$ cat src/common/trace_pkg.sv
`default_nettype none

package trace_pkg;

    localparam int xlen     = 64;
    localparam int opid_w   = 7;   // 128 ops in flight
    localparam int dc_tag_w = 3;   // 8 outstanding dcache requests
    localparam int n_cnt    = 11;  // performance counters in the bank

    typedef struct packed {
        logic [xlen-1:0] mstatus;
        logic [xlen-1:0] mtvec;
        logic [xlen-1:0] mcause;
        logic [xlen-1:0] mepc;
    } csr_snap_t;

    typedef struct packed {
        logic              valid;
        logic [opid_w-1:0] opid;
    } dec_slot_t;

    typedef struct packed {
        logic              valid;
        logic [opid_w-1:0] opid;
        logic [xlen-1:0]   pc;
        logic [31:0]       ir;
        logic [5:0]        rd;       // logical destination, 0 means none
        logic [xlen-1:0]   rd_value; // value written to rd
        logic              exc;      // op raised an exception
    } cmt_slot_t;

    typedef struct packed {
        logic            valid;
        logic [11:0]     addr;
        logic [xlen-1:0] value;
    } csr_wr_t;

    typedef struct packed {
        logic                valid;
        logic [dc_tag_w-1:0] tag;
        logic [xlen-1:0]     addr;
        logic [xlen-1:0]     wdata;
        logic [7:0]          strb;  // non-zero for a store
    } dc_req_t;

    typedef struct packed {
        logic                valid;
        logic [dc_tag_w-1:0] tag;
        logic                hit;
    } dc_resp_t;

    typedef enum logic [1:0] {
        redir_none,
        redir_branch,
        redir_jal,
        redir_jalr
    } redir_kind_e;

    typedef struct packed {
        logic        fe_redir;
        logic        be_redir;
        redir_kind_e redir_kind; // what the backend redirect came from
        logic        icmiss;
        logic        dcmiss;
        logic        itmiss;
        logic        dtmiss;
    } perf_evt_t;

    // counter order matches the AXI address map, 8 bytes apart
    typedef enum logic [3:0] {
        cnt_bmisp,
        cnt_fmisp,
        cnt_brmisp,
        cnt_jmisp,
        cnt_jrmisp,
        cnt_icmiss,
        cnt_dcmiss,
        cnt_itmiss,
        cnt_dtmiss,
        cnt_loads,
        cnt_stores
    } perf_sel_e;

endpackage

`default_nettype wire
$ cat src/trace/store_tracker.sv
`timescale 1ns/1ps
`default_nettype none

module store_tracker import trace_pkg::*; (
    input  wire logic     clk,
    input  wire logic     rst,
    input  wire dc_req_t  dc_req,
    input  wire dc_resp_t dc_resp,
    output logic [7:0]      mem_size,
    output logic [xlen-1:0] mem_addr,
    output logic [xlen-1:0] mem_value
);

    localparam int n_tag = 2**dc_tag_w;

    logic [xlen-1:0] st_addr [n_tag];
    logic [xlen-1:0] st_data [n_tag]; // data moved down to byte 0
    logic [7:0]      st_size [n_tag]; // bytes written
    logic            st_live [n_tag]; // tag currently holds a store
    logic [2:0]      lsb;             // lowest enabled byte lane
    logic            is_store;
    logic            release_hit;

    assign is_store    = dc_req.valid && (dc_req.strb != 8'd0);
    assign release_hit = dc_resp.valid && dc_resp.hit && st_live[dc_resp.tag];

    always_comb begin
        lsb = 3'd0;
        for (int i = 7; i >= 0; i--) begin
            if (dc_req.strb[i]) lsb = 3'(i);
        end
    end

    always_ff @(posedge clk) begin
        if (rst) begin
            mem_size <= 8'd0;
            for (int i = 0; i < n_tag; i++) begin
                st_live[i] <= 1'b0;
            end
        end else begin
            mem_size <= release_hit ? st_size[dc_resp.tag] : 8'd0;
            if (dc_resp.valid && dc_resp.hit) begin
                st_live[dc_resp.tag] <= 1'b0;
            end
            if (dc_req.valid) begin
                st_live[dc_req.tag] <= is_store; // a load reusing the tag kills it
            end
        end
    end

    always_ff @(posedge clk) begin
        if (is_store) begin
            st_addr[dc_req.tag] <= dc_req.addr;
            st_data[dc_req.tag] <= dc_req.wdata >> {lsb, 3'b000};
            st_size[dc_req.tag] <= 8'($countones(dc_req.strb));
        end
        mem_addr  <= st_addr[dc_resp.tag];
        mem_value <= st_data[dc_resp.tag];
    end

endmodule

`default_nettype wire

$ cat config.mk
export PLATFORM = sky130hd
export DESIGN_NAME = store_tracker
export DESIGN_NICKNAME = d
export VERILOG_FILES = /design/src/common/trace_pkg.sv /design/src/trace/store_tracker.sv
export SDC_FILE = /design/constraint.sdc
export NUM_CORES = 1
export LEC_CHECK = 0
export BUFFER_PORTS_ARGS = -buffer_cell sky130_fd_sc_hd__buf_4
export CORE_MARGIN = 1
export CORE_UTILIZATION = 33
export CTS_BUF_LIST = sky130_fd_sc_hd__clkbuf_2
export DETAILED_ROUTE_END_ITERATION = 10
export PLACE_DENSITY = 0.59
export SETUP_SLACK_MARGIN = 0.02
export SLEW_MARGIN = 25
export SYNTH_ARGS = -nofsm -noshare
export SYNTH_HDL_FRONTEND = slang
export SYNTH_SLANG_ARGS = --single-unit
$ cat constraint.sdc
create_clock -name clk -period 26.1 [get_ports clk]
set_input_delay 7.83 -clock clk [delete_from_list [all_inputs] [get_ports clk]]
set_output_delay 7.83 -clock clk [all_outputs]
set_load 0.02 [all_outputs]
==> impl_metrics.tcl <==
set metrics [dict create \
    ys_types 59 \
    instances_no_fill 5012 \
    nets 3162 \
    ys_seq_area_share_pct 77.61 \
    cts_root_buf "clkbuf_2" \
    cts_tree "yes" \
    grt_max_degree 114 \
    synth_top_family_by_area "compound AO/OA/AOI/OAI gates" \
    fin_skew_ps 111.3 \
    internal-power_mw 2.833 \
    dp_hpwl_mm 74.57 \
    p_switching_mw 0.9844 \
    crit_arrival_ps 11710 \
    synth_edf_count 1064 \
    drv_slew 0 \
    cts_made_buffers 309 \
    fmax_mhz 93.43 \
    combPwrFrac_pct 8.9 \
    cts_resized 0 \
    yosys-mux-area-fraction_pct 6.925 \
    hold_violations 0 \
    max_slew.worst_pin.slew_ps 1060 \
    io_buffer_count 278 \
    final_cell_mix "edfxtp_1 (1064), clkbuf_2 (467), buf_4 (331)" \
    fin_crit_sh_pct 41.01 \
    fin_setup_tns_ps 0 \
    cts_num_sinks 1196 \
    reg2reg_from "st_data[6][20]" \
    grt_usage_pct 17.99 \
    gp_congestion 0.8324 \
    violations "design-rule violations" \
    fin_area_um2 51640 \
    dpl_cell_area_um2 48800 \
    route.detailed.drc 30 \
    drt_wl_total_mm 124.5 \
    crit_path_start_kind "input port" \
    critical_path_peak_fanout 59 \
    start_util_pct 33.31 \
    worstPathRequired_ps 27100 \
    cts_buffer_depth 4 \
    io_pins 283 \
    die_area_um2 136500 \
    vias 26184 \
    post-place-ws_ps 13890 \
    hold_path_class "flip-flop to flip-flop" \
    drive_above_1_share_pct 32.68 \
    die_w_um 369.5 \
    pwr-share-seq_pct 58.1 \
    synthXorXnorAreaFrac_pct 0.01965 \
    status "complete, but fails checks" \
    synth_compound_area_share_pct 10.34 \
    ys_seq_elements 1196 \
    row_count 134 \
    power.density_nw_per_um2 73.92 \
    yosysWarnings 0 \
    postSynthCellCount 2529 \
    finalCriticalPeriod_ps 10700 \
    cts-hold-fix-buffers 0 \
    startpoint "dc_req[0]" \
    dr.first_iter.drc_count 2357 \
    grt_pass1_vias 26753 \
    async_reset_ff_share_pct 0 \
    pwr-share-clk_pct 33.0 \
    grt-ovfl-total 0 \
    cts.clk_slew.worst_paths_ps 110 \
    final-seq-area_um2 34590 \
    antenna_found_initial 21 \
    syn_area_um2 44570 \
    coreArea_um2 133800 \
    clkLatencyLatePin_ps 1440 \
    wl_per_cell_um 24.84 \
    cts_setup_buffers 0 \
    power_leakage_nw 17.35 \
    multi_input_area_um2 9383 \
    maxCapViolations 0 \
    routed_via_density 5.224 \
    finalSetupViolations 0 \
    die_y_um 369.5 \
    critPathCaptureType "flip-flop" \
    max-slew-margin-rel_pct 29.09 \
    dr.pass1.iters 8 \
    rsz0062_at_grt "false" \
    peakVddDrop_uv 34.96 \
    fill_cells 12575 \
    grt_pass1_wl_mm 180.4 \
    layout_commonest_cell "edfxtp_1" \
    worst_slack_ps 15400 \
    crit_type "input port to flip-flop" \
    syn_avg_cell_area_um2 17.62 \
    switching_share_pct 25.79 \
    fin_util_pct 38.60 \
    synth_ff_type "edfxtp_1" \
    final_antenna_net_count 0 \
    hp-start "st_addr[1][11]" \
    synthAdderAreaFrac_pct 0.2920 \
    cts_max_level 5 \
    synth-simple-area-share_pct 3.057 \
    area_growth_pct 15.86 \
    placed_cells 4462 \
]
## worst max-delay path, stage by stage
cell and delay, ps:
buf_4 150, inv_1 140, ha_1 230, nand3_1 350, nand2_1 410, nor2_4 810, buf_4 850, buf_4 780
## cells in the mapped netlist (2+ instances only)
cell,instances,area [um^2]
a2111oi_2,5,75.07
a211oi_1,16,120.1
a21boi_0,5,37.54
a21oi_1,66,330.3
a21oi_2,5,43.79
a221o_1,21,210.2
a221oi_1,161,1410
a22o_1,17,148.9
a22oi_1,168,1261
a2bb2oi_1,3,26.28
a31oi_1,4,25.02
and2_1,13,81.33
and3_1,14,87.58
buf_1,26,97.59
buf_2,20,100.1
buf_4,6,45.04
clkbuf_1,119,446.7
dfxtp_1,132,2643
edfxtp_1,1064,31950
fa_1,4,80.08
ha_1,4,50.05
inv_1,17,63.81
mux2_2,145,1633
mux2i_1,44,440.4
mux4_2,45,1013
nand2_1,78,292.8
nand2b_1,5,31.28
nand3_1,54,270.3
nor2_1,62,232.7
nor2b_1,13,81.33
nor3_1,14,70.07
nor3b_1,15,112.6
nor4_1,2,12.51
o21a_1,2,15.01
o21ai_0,101,505.5
o221ai_1,21,183.9
o22ai_1,9,56.30
o31ai_1,2,15.01
o32ai_1,5,43.79
or2_2,3,18.77
## per-layer routing
layer	GRT usage [%]	vias to the layer above	wire (um)
li1	-	11508	-
met2	28.06	1048	59510
met1	24.24	13463	53720
met5	0	-	64
met3	5.112	153	9688
met4	5.490	12	1530
## flip-flops by register name (all words and copies together), names as in the netlist
| register | cells |
|---|---|
| mem_value | 64 |
| st_size | 32 |
| st_addr | 512 |
| mem_addr | 64 |
| mem_size | 4 |
| st_data | 512 |
| st_live | 8 |
## per-stage QoR
| stage | power, mW | hold WS (ps) |
|---|---|---|
| 2_1_floorplan | 2.434 | 417.8 |
| 3_3_place_gp | 2.599 | 452.7 |
| 3_5_place_dp | 2.605 | 464.2 |
| 4_1_cts | 3.863 | 384.8 |
| 5_1_grt | 3.989 | 415.0 |
| 6_report | 3.817 | 389.3 |
## power by group through the flow
| stage | Clock, mW | Sequential, mW | Combinational (mW) |
|---|---|---|---|
| 3_3_place_gp | 0 | 2.26 | 0.337 |
| 4_1_cts | 1.30 | 2.22 | 0.342 |
| 5_1_grt | 1.40 | 2.23 | 0.365 |
| 2_1_floorplan | 0 | 2.28 | 0.153 |
| 3_5_place_dp | 0 | 2.26 | 0.342 |
| 6_report | 1.26 | 2.22 | 0.341 |
## layout make-up
class                   instances  area share (%)
inverters                      18          0.1333
diodes                         13         0.06300
well taps                    1768           4.284
repair buffers                337           5.020
flip-flops and latches       1196           66.99
multi-input cells            1145           18.17
clock buffers                 467           4.526
clock inverters                68          0.8141
## kinds of logic after synthesis
family	Yosys count
compound gates	618
xor+xnor	1
fa+ha+maj	8
buf+inv	191
flops	1196
mux	234
other cells	1
simple gates	280
## path summary, 6_finish.rpt
| check | depth (start not counted) | slack (ps) | to |
|---|---|---|---|
| min reg2reg | 2 | 390 | mem_addr[11] |
| max reg2reg | 4 | 24490 | mem_value[20] |
| min | 2 | 390 | mem_addr[11] |
| max | 8 | 15400 | st_addr[2][26] |
No activity file was read; power rests on OpenSTA's default activity.
