$ cat src/common/axil_pkg.sv
`default_nettype none

package axil_pkg;

    localparam int axil_addr_w = 32;
    localparam int axil_data_w = 64;

    typedef enum logic [1:0] {
        resp_okay   = 2'b00,
        resp_slverr = 2'b10
    } axil_resp_e;

    typedef struct packed {
        logic [axil_addr_w-1:0] addr;
    } axil_aw_t;

    typedef struct packed {
        logic [axil_data_w-1:0]   data;
        logic [axil_data_w/8-1:0] strb;
    } axil_w_t;

    typedef struct packed {
        axil_resp_e resp;
    } axil_b_t;

    typedef struct packed {
        logic [axil_addr_w-1:0] addr;
    } axil_ar_t;

    typedef struct packed {
        logic [axil_data_w-1:0] data;
        axil_resp_e             resp;
    } axil_r_t;

endpackage

`default_nettype wire

$ cat src/common/trace_pkg.sv
`default_nettype none

package trace_pkg;

    localparam int xlen     = 64;
    localparam int opid_w   = 7;   // 128 ops in flight
    localparam int dc_tag_w = 3;   // 8 outstanding dcache requests
    localparam int n_cnt    = 11;  // performance counters in the bank

    typedef struct packed {
        logic [xlen-1:0] mstatus;
        logic [xlen-1:0] mtvec;
        logic [xlen-1:0] mcause;
        logic [xlen-1:0] mepc;
    } csr_snap_t;

    typedef struct packed {
        logic              valid;
        logic [opid_w-1:0] opid;
    } dec_slot_t;

    typedef struct packed {
        logic              valid;
        logic [opid_w-1:0] opid;
        logic [xlen-1:0]   pc;
        logic [31:0]       ir;
        logic [5:0]        rd;       // logical destination, 0 means none
        logic [xlen-1:0]   rd_value; // value written to rd
        logic              exc;      // op raised an exception
    } cmt_slot_t;

    typedef struct packed {
        logic            valid;
        logic [11:0]     addr;
        logic [xlen-1:0] value;
    } csr_wr_t;

    typedef struct packed {
        logic                valid;
        logic [dc_tag_w-1:0] tag;
        logic [xlen-1:0]     addr;
        logic [xlen-1:0]     wdata;
        logic [7:0]          strb;  // non-zero for a store
    } dc_req_t;

    typedef struct packed {
        logic                valid;
        logic [dc_tag_w-1:0] tag;
        logic                hit;
    } dc_resp_t;

    typedef enum logic [1:0] {
        redir_none,
        redir_branch,
        redir_jal,
        redir_jalr
    } redir_kind_e;

    typedef struct packed {
        logic        fe_redir;
        logic        be_redir;
        redir_kind_e redir_kind; // what the backend redirect came from
        logic        icmiss;
        logic        dcmiss;
        logic        itmiss;
        logic        dtmiss;
    } perf_evt_t;

    // counter order matches the AXI address map, 8 bytes apart
    typedef enum logic [3:0] {
        cnt_bmisp,
        cnt_fmisp,
        cnt_brmisp,
        cnt_jmisp,
        cnt_jrmisp,
        cnt_icmiss,
        cnt_dcmiss,
        cnt_itmiss,
        cnt_dtmiss,
        cnt_loads,
        cnt_stores
    } perf_sel_e;

endpackage

`default_nettype wire
$ cat src/perf_axil_slave.sv
`timescale 1ns/1ps
`default_nettype none

module perf_axil_slave import trace_pkg::*; import axil_pkg::*; #(
    parameter logic [axil_addr_w-1:0] cnt_base = '0
) (
    input  wire logic     clk,
    input  wire logic     rst,
    input  wire axil_aw_t aw,
    input  wire logic     aw_valid,
    output logic          aw_ready,
    input  wire axil_w_t  w,
    input  wire logic     w_valid,
    output logic          w_ready,
    output axil_b_t       b,
    output logic          b_valid,
    input  wire logic     b_ready,
    input  wire axil_ar_t ar,
    input  wire logic     ar_valid,
    output logic          ar_ready,
    output axil_r_t       r,
    output logic          r_valid,
    input  wire logic     r_ready,
    input  wire logic [xlen-1:0] cnt [n_cnt],
    output logic          clr,
    output perf_sel_e     clr_sel
);

    typedef enum logic [1:0] {
        st_idle,
        st_read_resp,
        st_write_resp
    } state_e;

    state_e state;

    logic [axil_addr_w-1:0] rd_off;
    logic [axil_addr_w-1:0] wr_off;
    logic                   rd_ok;
    logic                   wr_ok;
    logic                   rd_hs;
    logic                   wr_hs;

    assign rd_off = ar.addr - cnt_base;
    assign wr_off = aw.addr - cnt_base;
    // 8-byte aligned and inside the bank
    assign rd_ok = (rd_off[2:0] == 3'd0) && (rd_off[axil_addr_w-1:3] < (axil_addr_w-3)'(n_cnt));
    assign wr_ok = (wr_off[2:0] == 3'd0) && (wr_off[axil_addr_w-1:3] < (axil_addr_w-3)'(n_cnt));

    // AW and W only taken together, reads first
    assign ar_ready = (state == st_idle);
    assign aw_ready = (state == st_idle) && !ar_valid && (aw_valid == w_valid);
    assign w_ready  = aw_ready;

    assign rd_hs = ar_valid && ar_ready;
    assign wr_hs = aw_valid && aw_ready && w_valid;

    assign r_valid = (state == st_read_resp);
    assign b_valid = (state == st_write_resp);

    always_ff @(posedge clk) begin
        if (rst) begin
            state <= st_idle;
            clr   <= 1'b0;
        end else begin
            clr <= wr_hs && wr_ok; // write data plays no part
            case (state)
                st_idle: begin
                    if (rd_hs) begin
                        state <= st_read_resp;
                    end else if (wr_hs) begin
                        state <= st_write_resp;
                    end
                end
                st_read_resp: begin
                    if (r_ready) state <= st_idle;
                end
                st_write_resp: begin
                    if (b_ready) state <= st_idle;
                end
                default: state <= st_idle;
            endcase
        end
    end

    always_ff @(posedge clk) begin
        if (rd_hs) begin
            r.data <= rd_ok ? cnt[rd_off[6:3]] : '0;
            r.resp <= rd_ok ? resp_okay : resp_slverr;
        end
        if (wr_hs) begin
            b.resp  <= wr_ok ? resp_okay : resp_slverr;
            clr_sel <= perf_sel_e'(wr_off[6:3]);
        end
    end

endmodule

`default_nettype wire

$ cat config.mk
export PLATFORM = sky130hd
export DESIGN_NAME = perf_axil_slave
export DESIGN_NICKNAME = d
export VERILOG_FILES = /design/src/common/axil_pkg.sv /design/src/common/trace_pkg.sv /design/src/perf_axil_slave.sv
export SDC_FILE = /design/constraint.sdc
export NUM_CORES = 1
export LEC_CHECK = 0
export ABC_CLOCK_PERIOD_IN_PS = 4300
export BUFFER_PORTS_ARGS = -buffer_cell sky130_fd_sc_hd__buf_2
export CORE_AREA = 2 2 356 358
export DETAILED_ROUTE_END_ITERATION = 8
export DIE_AREA = 0 0 358 360
export PLACE_DENSITY = 0.32
export SYNTH_ARGS = -nofsm -noshare
export SYNTH_HDL_FRONTEND = slang
export SYNTH_SLANG_ARGS = --single-unit
$ cat constraint.sdc
create_clock -name clk -period 4.3 [get_ports clk]
set_clock_uncertainty 0.15 [all_clocks]
set_input_delay 0.86 -clock clk [delete_from_list [all_inputs] [get_ports clk]]
set_output_delay 0.86 -clock clk [all_outputs]
set_load 0.01 [all_outputs]
==> summary.md <==
| Metric | Value |
|---|---|
| Leak pwr | 6.04 nW |
| # IOs | 925 |
| Initial antenna violation count | 47 |
| Global-route total usage across every layer | 10.3% |
| Cell taking the most area after synthesis | mux4_2 |
| DP Cell Count | 3096 |
| Final nets | 2304 |
| Sw Pwr | 0.00100 W |
| Top cells by area, synth | mux4_2 (36%), edfxtp_1 (26%), mux2i_1 (8.0%) |
| Seq pwr share | 28.1% |
| Register area share after synthesis | 27.0% |
| Initial Util | 6.42% |
| CTS tree | yes |
| Largest family of logic cells by synthesized area | multiplexers |
| Number of synthesized register bits | 73 |
| CTS Hold Bufs | 0 |
| Outcome | finished, final reports clean |
| RR Startpoint | state[0] |
| Final wirelength | 69500 um |
| Clk buf depth | 2 |
| Synth Area in Simple Gates | 5.51% |
| FF-to-FF End | r[34] |
| Max-cap violations | 0 |
| GR Overflow Total | 0 |
| CTS H-tree lvls | 3 |
| Via density | 3.17 |
| Fillers | 14500 |
| Synth Area in Adders | 0% |
| P&R area growth vs syn | 82.6% |
| Critical Path End Type | flop |
| Commonest non-fill, non-tap cell in the layout | buf_2 |
| Synth Area in XOR/XNOR | 0.109% |
| Post-Syn Instances | 647 |
| Clk pwr share | 33.2% |
| Most frequent cells in the layout | buf_2 (848), mux4_2 (128), edfxtp_1 (70), nand2_1 (66), a21oi_1 (66) |
| Critical path type | primary input to flop |
| Final setup fails | 0 |
| Initial DRC count | 520 |
| CTS sink cnt | 73 |
| Post-CTS resize count | 0 |
| Root Driver | clkbuf_16 |
| Post-synth top area share | 36.0% |
| Worst reg-to-reg path cell count | 3 |
| Mux contribution to synthesized area | 43.9% |
| Slowest stage delay, CP | 0.62 ns |
| Required time of the critical path | 4.28 ns |
| Synth warn | 0 |
| DRC | 0 |
| DP HPWL | 60300 um |
| Gp weighted congestion | 0.841 |
| Comb power frac | 38.7% |
| Initial DRT Pass Iterations | 5 |
| Finished Layout Cells | 3120 |
| Critical-path cell list | buf_8 > buf_4 > mux4_2 > a22oi_1 > a21oi_1 |
| Core area | 125000 um^2 |
| CP arrival | 2.90 ns |
| CTS buffer count | 9 |
| Crit path from | ar[3] |
| Slew headroom | 22.9% |
| IO Port Bufs | 850 |
| Overall power | 0.00298 W |
| Worst-Skew Late Latency | 0.38 ns |
| Die Width | 358 um |
| Finished Core Util | 11.7% |
| Via count | 9885 |
| Reg clk slew, reported paths | 0.09 ns |
| Cell Rows | 130 |
| Per-cell routed wire length | 22.3 um |
| Fin crit period | 2.92 ns |
| Register-to-register setup slack | 2.29 ns |
| Share of cells above drive strength 1 | 70.4% |
| Post-CTS Setup Inserts | 0 |
| Setup TNS | 0 ns |
| Total die area | 129000 um^2 |
| Worst hold-check path type | flop to flop |
| Switching Fraction | 33.6% |
| F_max | 0.342 GHz |
| Internal Power | 0.00198 W |
| RSZ-0062 raised after global routing | no |
| Critical Path Sink | r[63] |
| Slowest cell on crit path | mux4_2 |
| Synthesized area | 8020 um^2 |
| Crit path launch type | primary input |
| Power Density | 204 nW/um^2 |
| Crit Path Max Fanout | 50 |
| Mean post-synth cell area | 12.4 um^2 |
| Endpoints failing hold | 0 |
| Worst VDD drop | 0.203 mV |
| Final worst-path cycle share | 67.9% |
| Worst-Margin Slew | 1.15 ns |
| First-pass GRT wire length | 88800 um |
| Slew Viols, Final | 0 |
| Vias in the first global route | 10500 |
| Cell variety after synth | 27 |
| DIE HEIGHT | 360 um |
| Largest net degree at the start of global routing | 55 |
| Antenna viol nets, final | 0 |
| Synth Area in Compound Gates | 17.6% |
==> power groups by stage <==
stage	logic, W	registers, W	clock network [W]
after floorplan	0.000473	0.000877	0
after global placement	0.00117	0.000857	0
after detailed placement	0.00118	0.000856	0
after CTS	0.00118	0.000841	0.00107
after global routing	0.00124	0.000844	0.00108
final	0.00116	0.000838	0.000991
==> worst min path at each step <==
stage	cells past startpoint	to	from	slack, ns
final	1	state[1]	state[0]	0.43
after global routing	1	clr_sel[0]	aw[3]	0.49
after CTS	1	state[1]	state[0]	0.43
after detailed placement	1	state[1]	state[0]	0.42
after global placement	1	state[1]	state[0]	0.45
after floorplan	1	state[1]	state[0]	0.36
==> synthesized netlist by cell type <==
cell type and count:
nor3b_1 1, nor2_1 4, a211o_1 2, inv_1 1, xor2_1 1, nor4_1 16
o2bb2ai_1 64, nand3_1 2, a21oi_1 66, conb_1 1, mux2i_1 64, buf_2 39
a22oi_1 64, buf_1 3, a21o_1 2, mux4_2 128, o21ai_0 1, buf_4 10
nor2b_1 6, dfxtp_1 3, nand2_1 66, buf_6 10, clkbuf_1 19, edfxtp_1 70
and2_1 1, nand4_1 2, nor3_1 1
==> cell families (layout without fill, tap and decap cells) <==
| group | count (synthesis) | in the layout |
|---|---|---|
| buffers and inverters | 82 | 896 |
| AO/OA/AOI/OAI | 199 | 199 |
| AND/OR/NAND/NOR | 99 | 99 |
| XOR/XNOR | 1 | 1 |
| other | 1 | 10 |
| flip-flops | 73 | 73 |
| multiplexers | 192 | 192 |
==> per-stage QoR <==
stage	cell area [um^2]	setup WS (ns)	hold WS [ns]
final	14600	1.38	0.434
after global placement	14300	0.904	0.449
after detailed placement	14300	0.896	0.425
after floorplan	8020	1.31	0.362
after global routing	14600	1.24	0.485
after CTS	14600	1.36	0.432
==> layer usage <==
metal / GRT usage (%) / part of all wire [%] / vias to the layer above
li1: - / - / 4395
met1: 12.7 / 42 / 4815
met2: 17.8 / 49 / 577
met3: 2.05 / 6.8 / 92
met4: 3.24 / 2.7 / 6
met5: 0 / 0.055 / -
==> worst max-delay path, delay by kind of cell <==
family          cells  cell delay [ns]
compound gates      2             0.28
mux                 1             0.62
buf+inv             2             1.03
==> final cells by class <==
cell class	count	area, um^2	area share [%]
multi-input cells	493	5430	37.1
inverters	1	3.75	0.0256
clock buffers	9	225	1.54
diodes	8	20.0	0.137
clock inverters	7	126	0.863
flip-flops and latches	73	2160	14.8
well taps	1650	2060	14.1
repair buffers	879	4600	31.5
==> registers in the layout, indices dropped and copies added (netlist names) <==
signal   count
clr          1
r           65
b            1
state        2
clr_sel      4
Note: power is estimated with default switching activity, not from simulation.
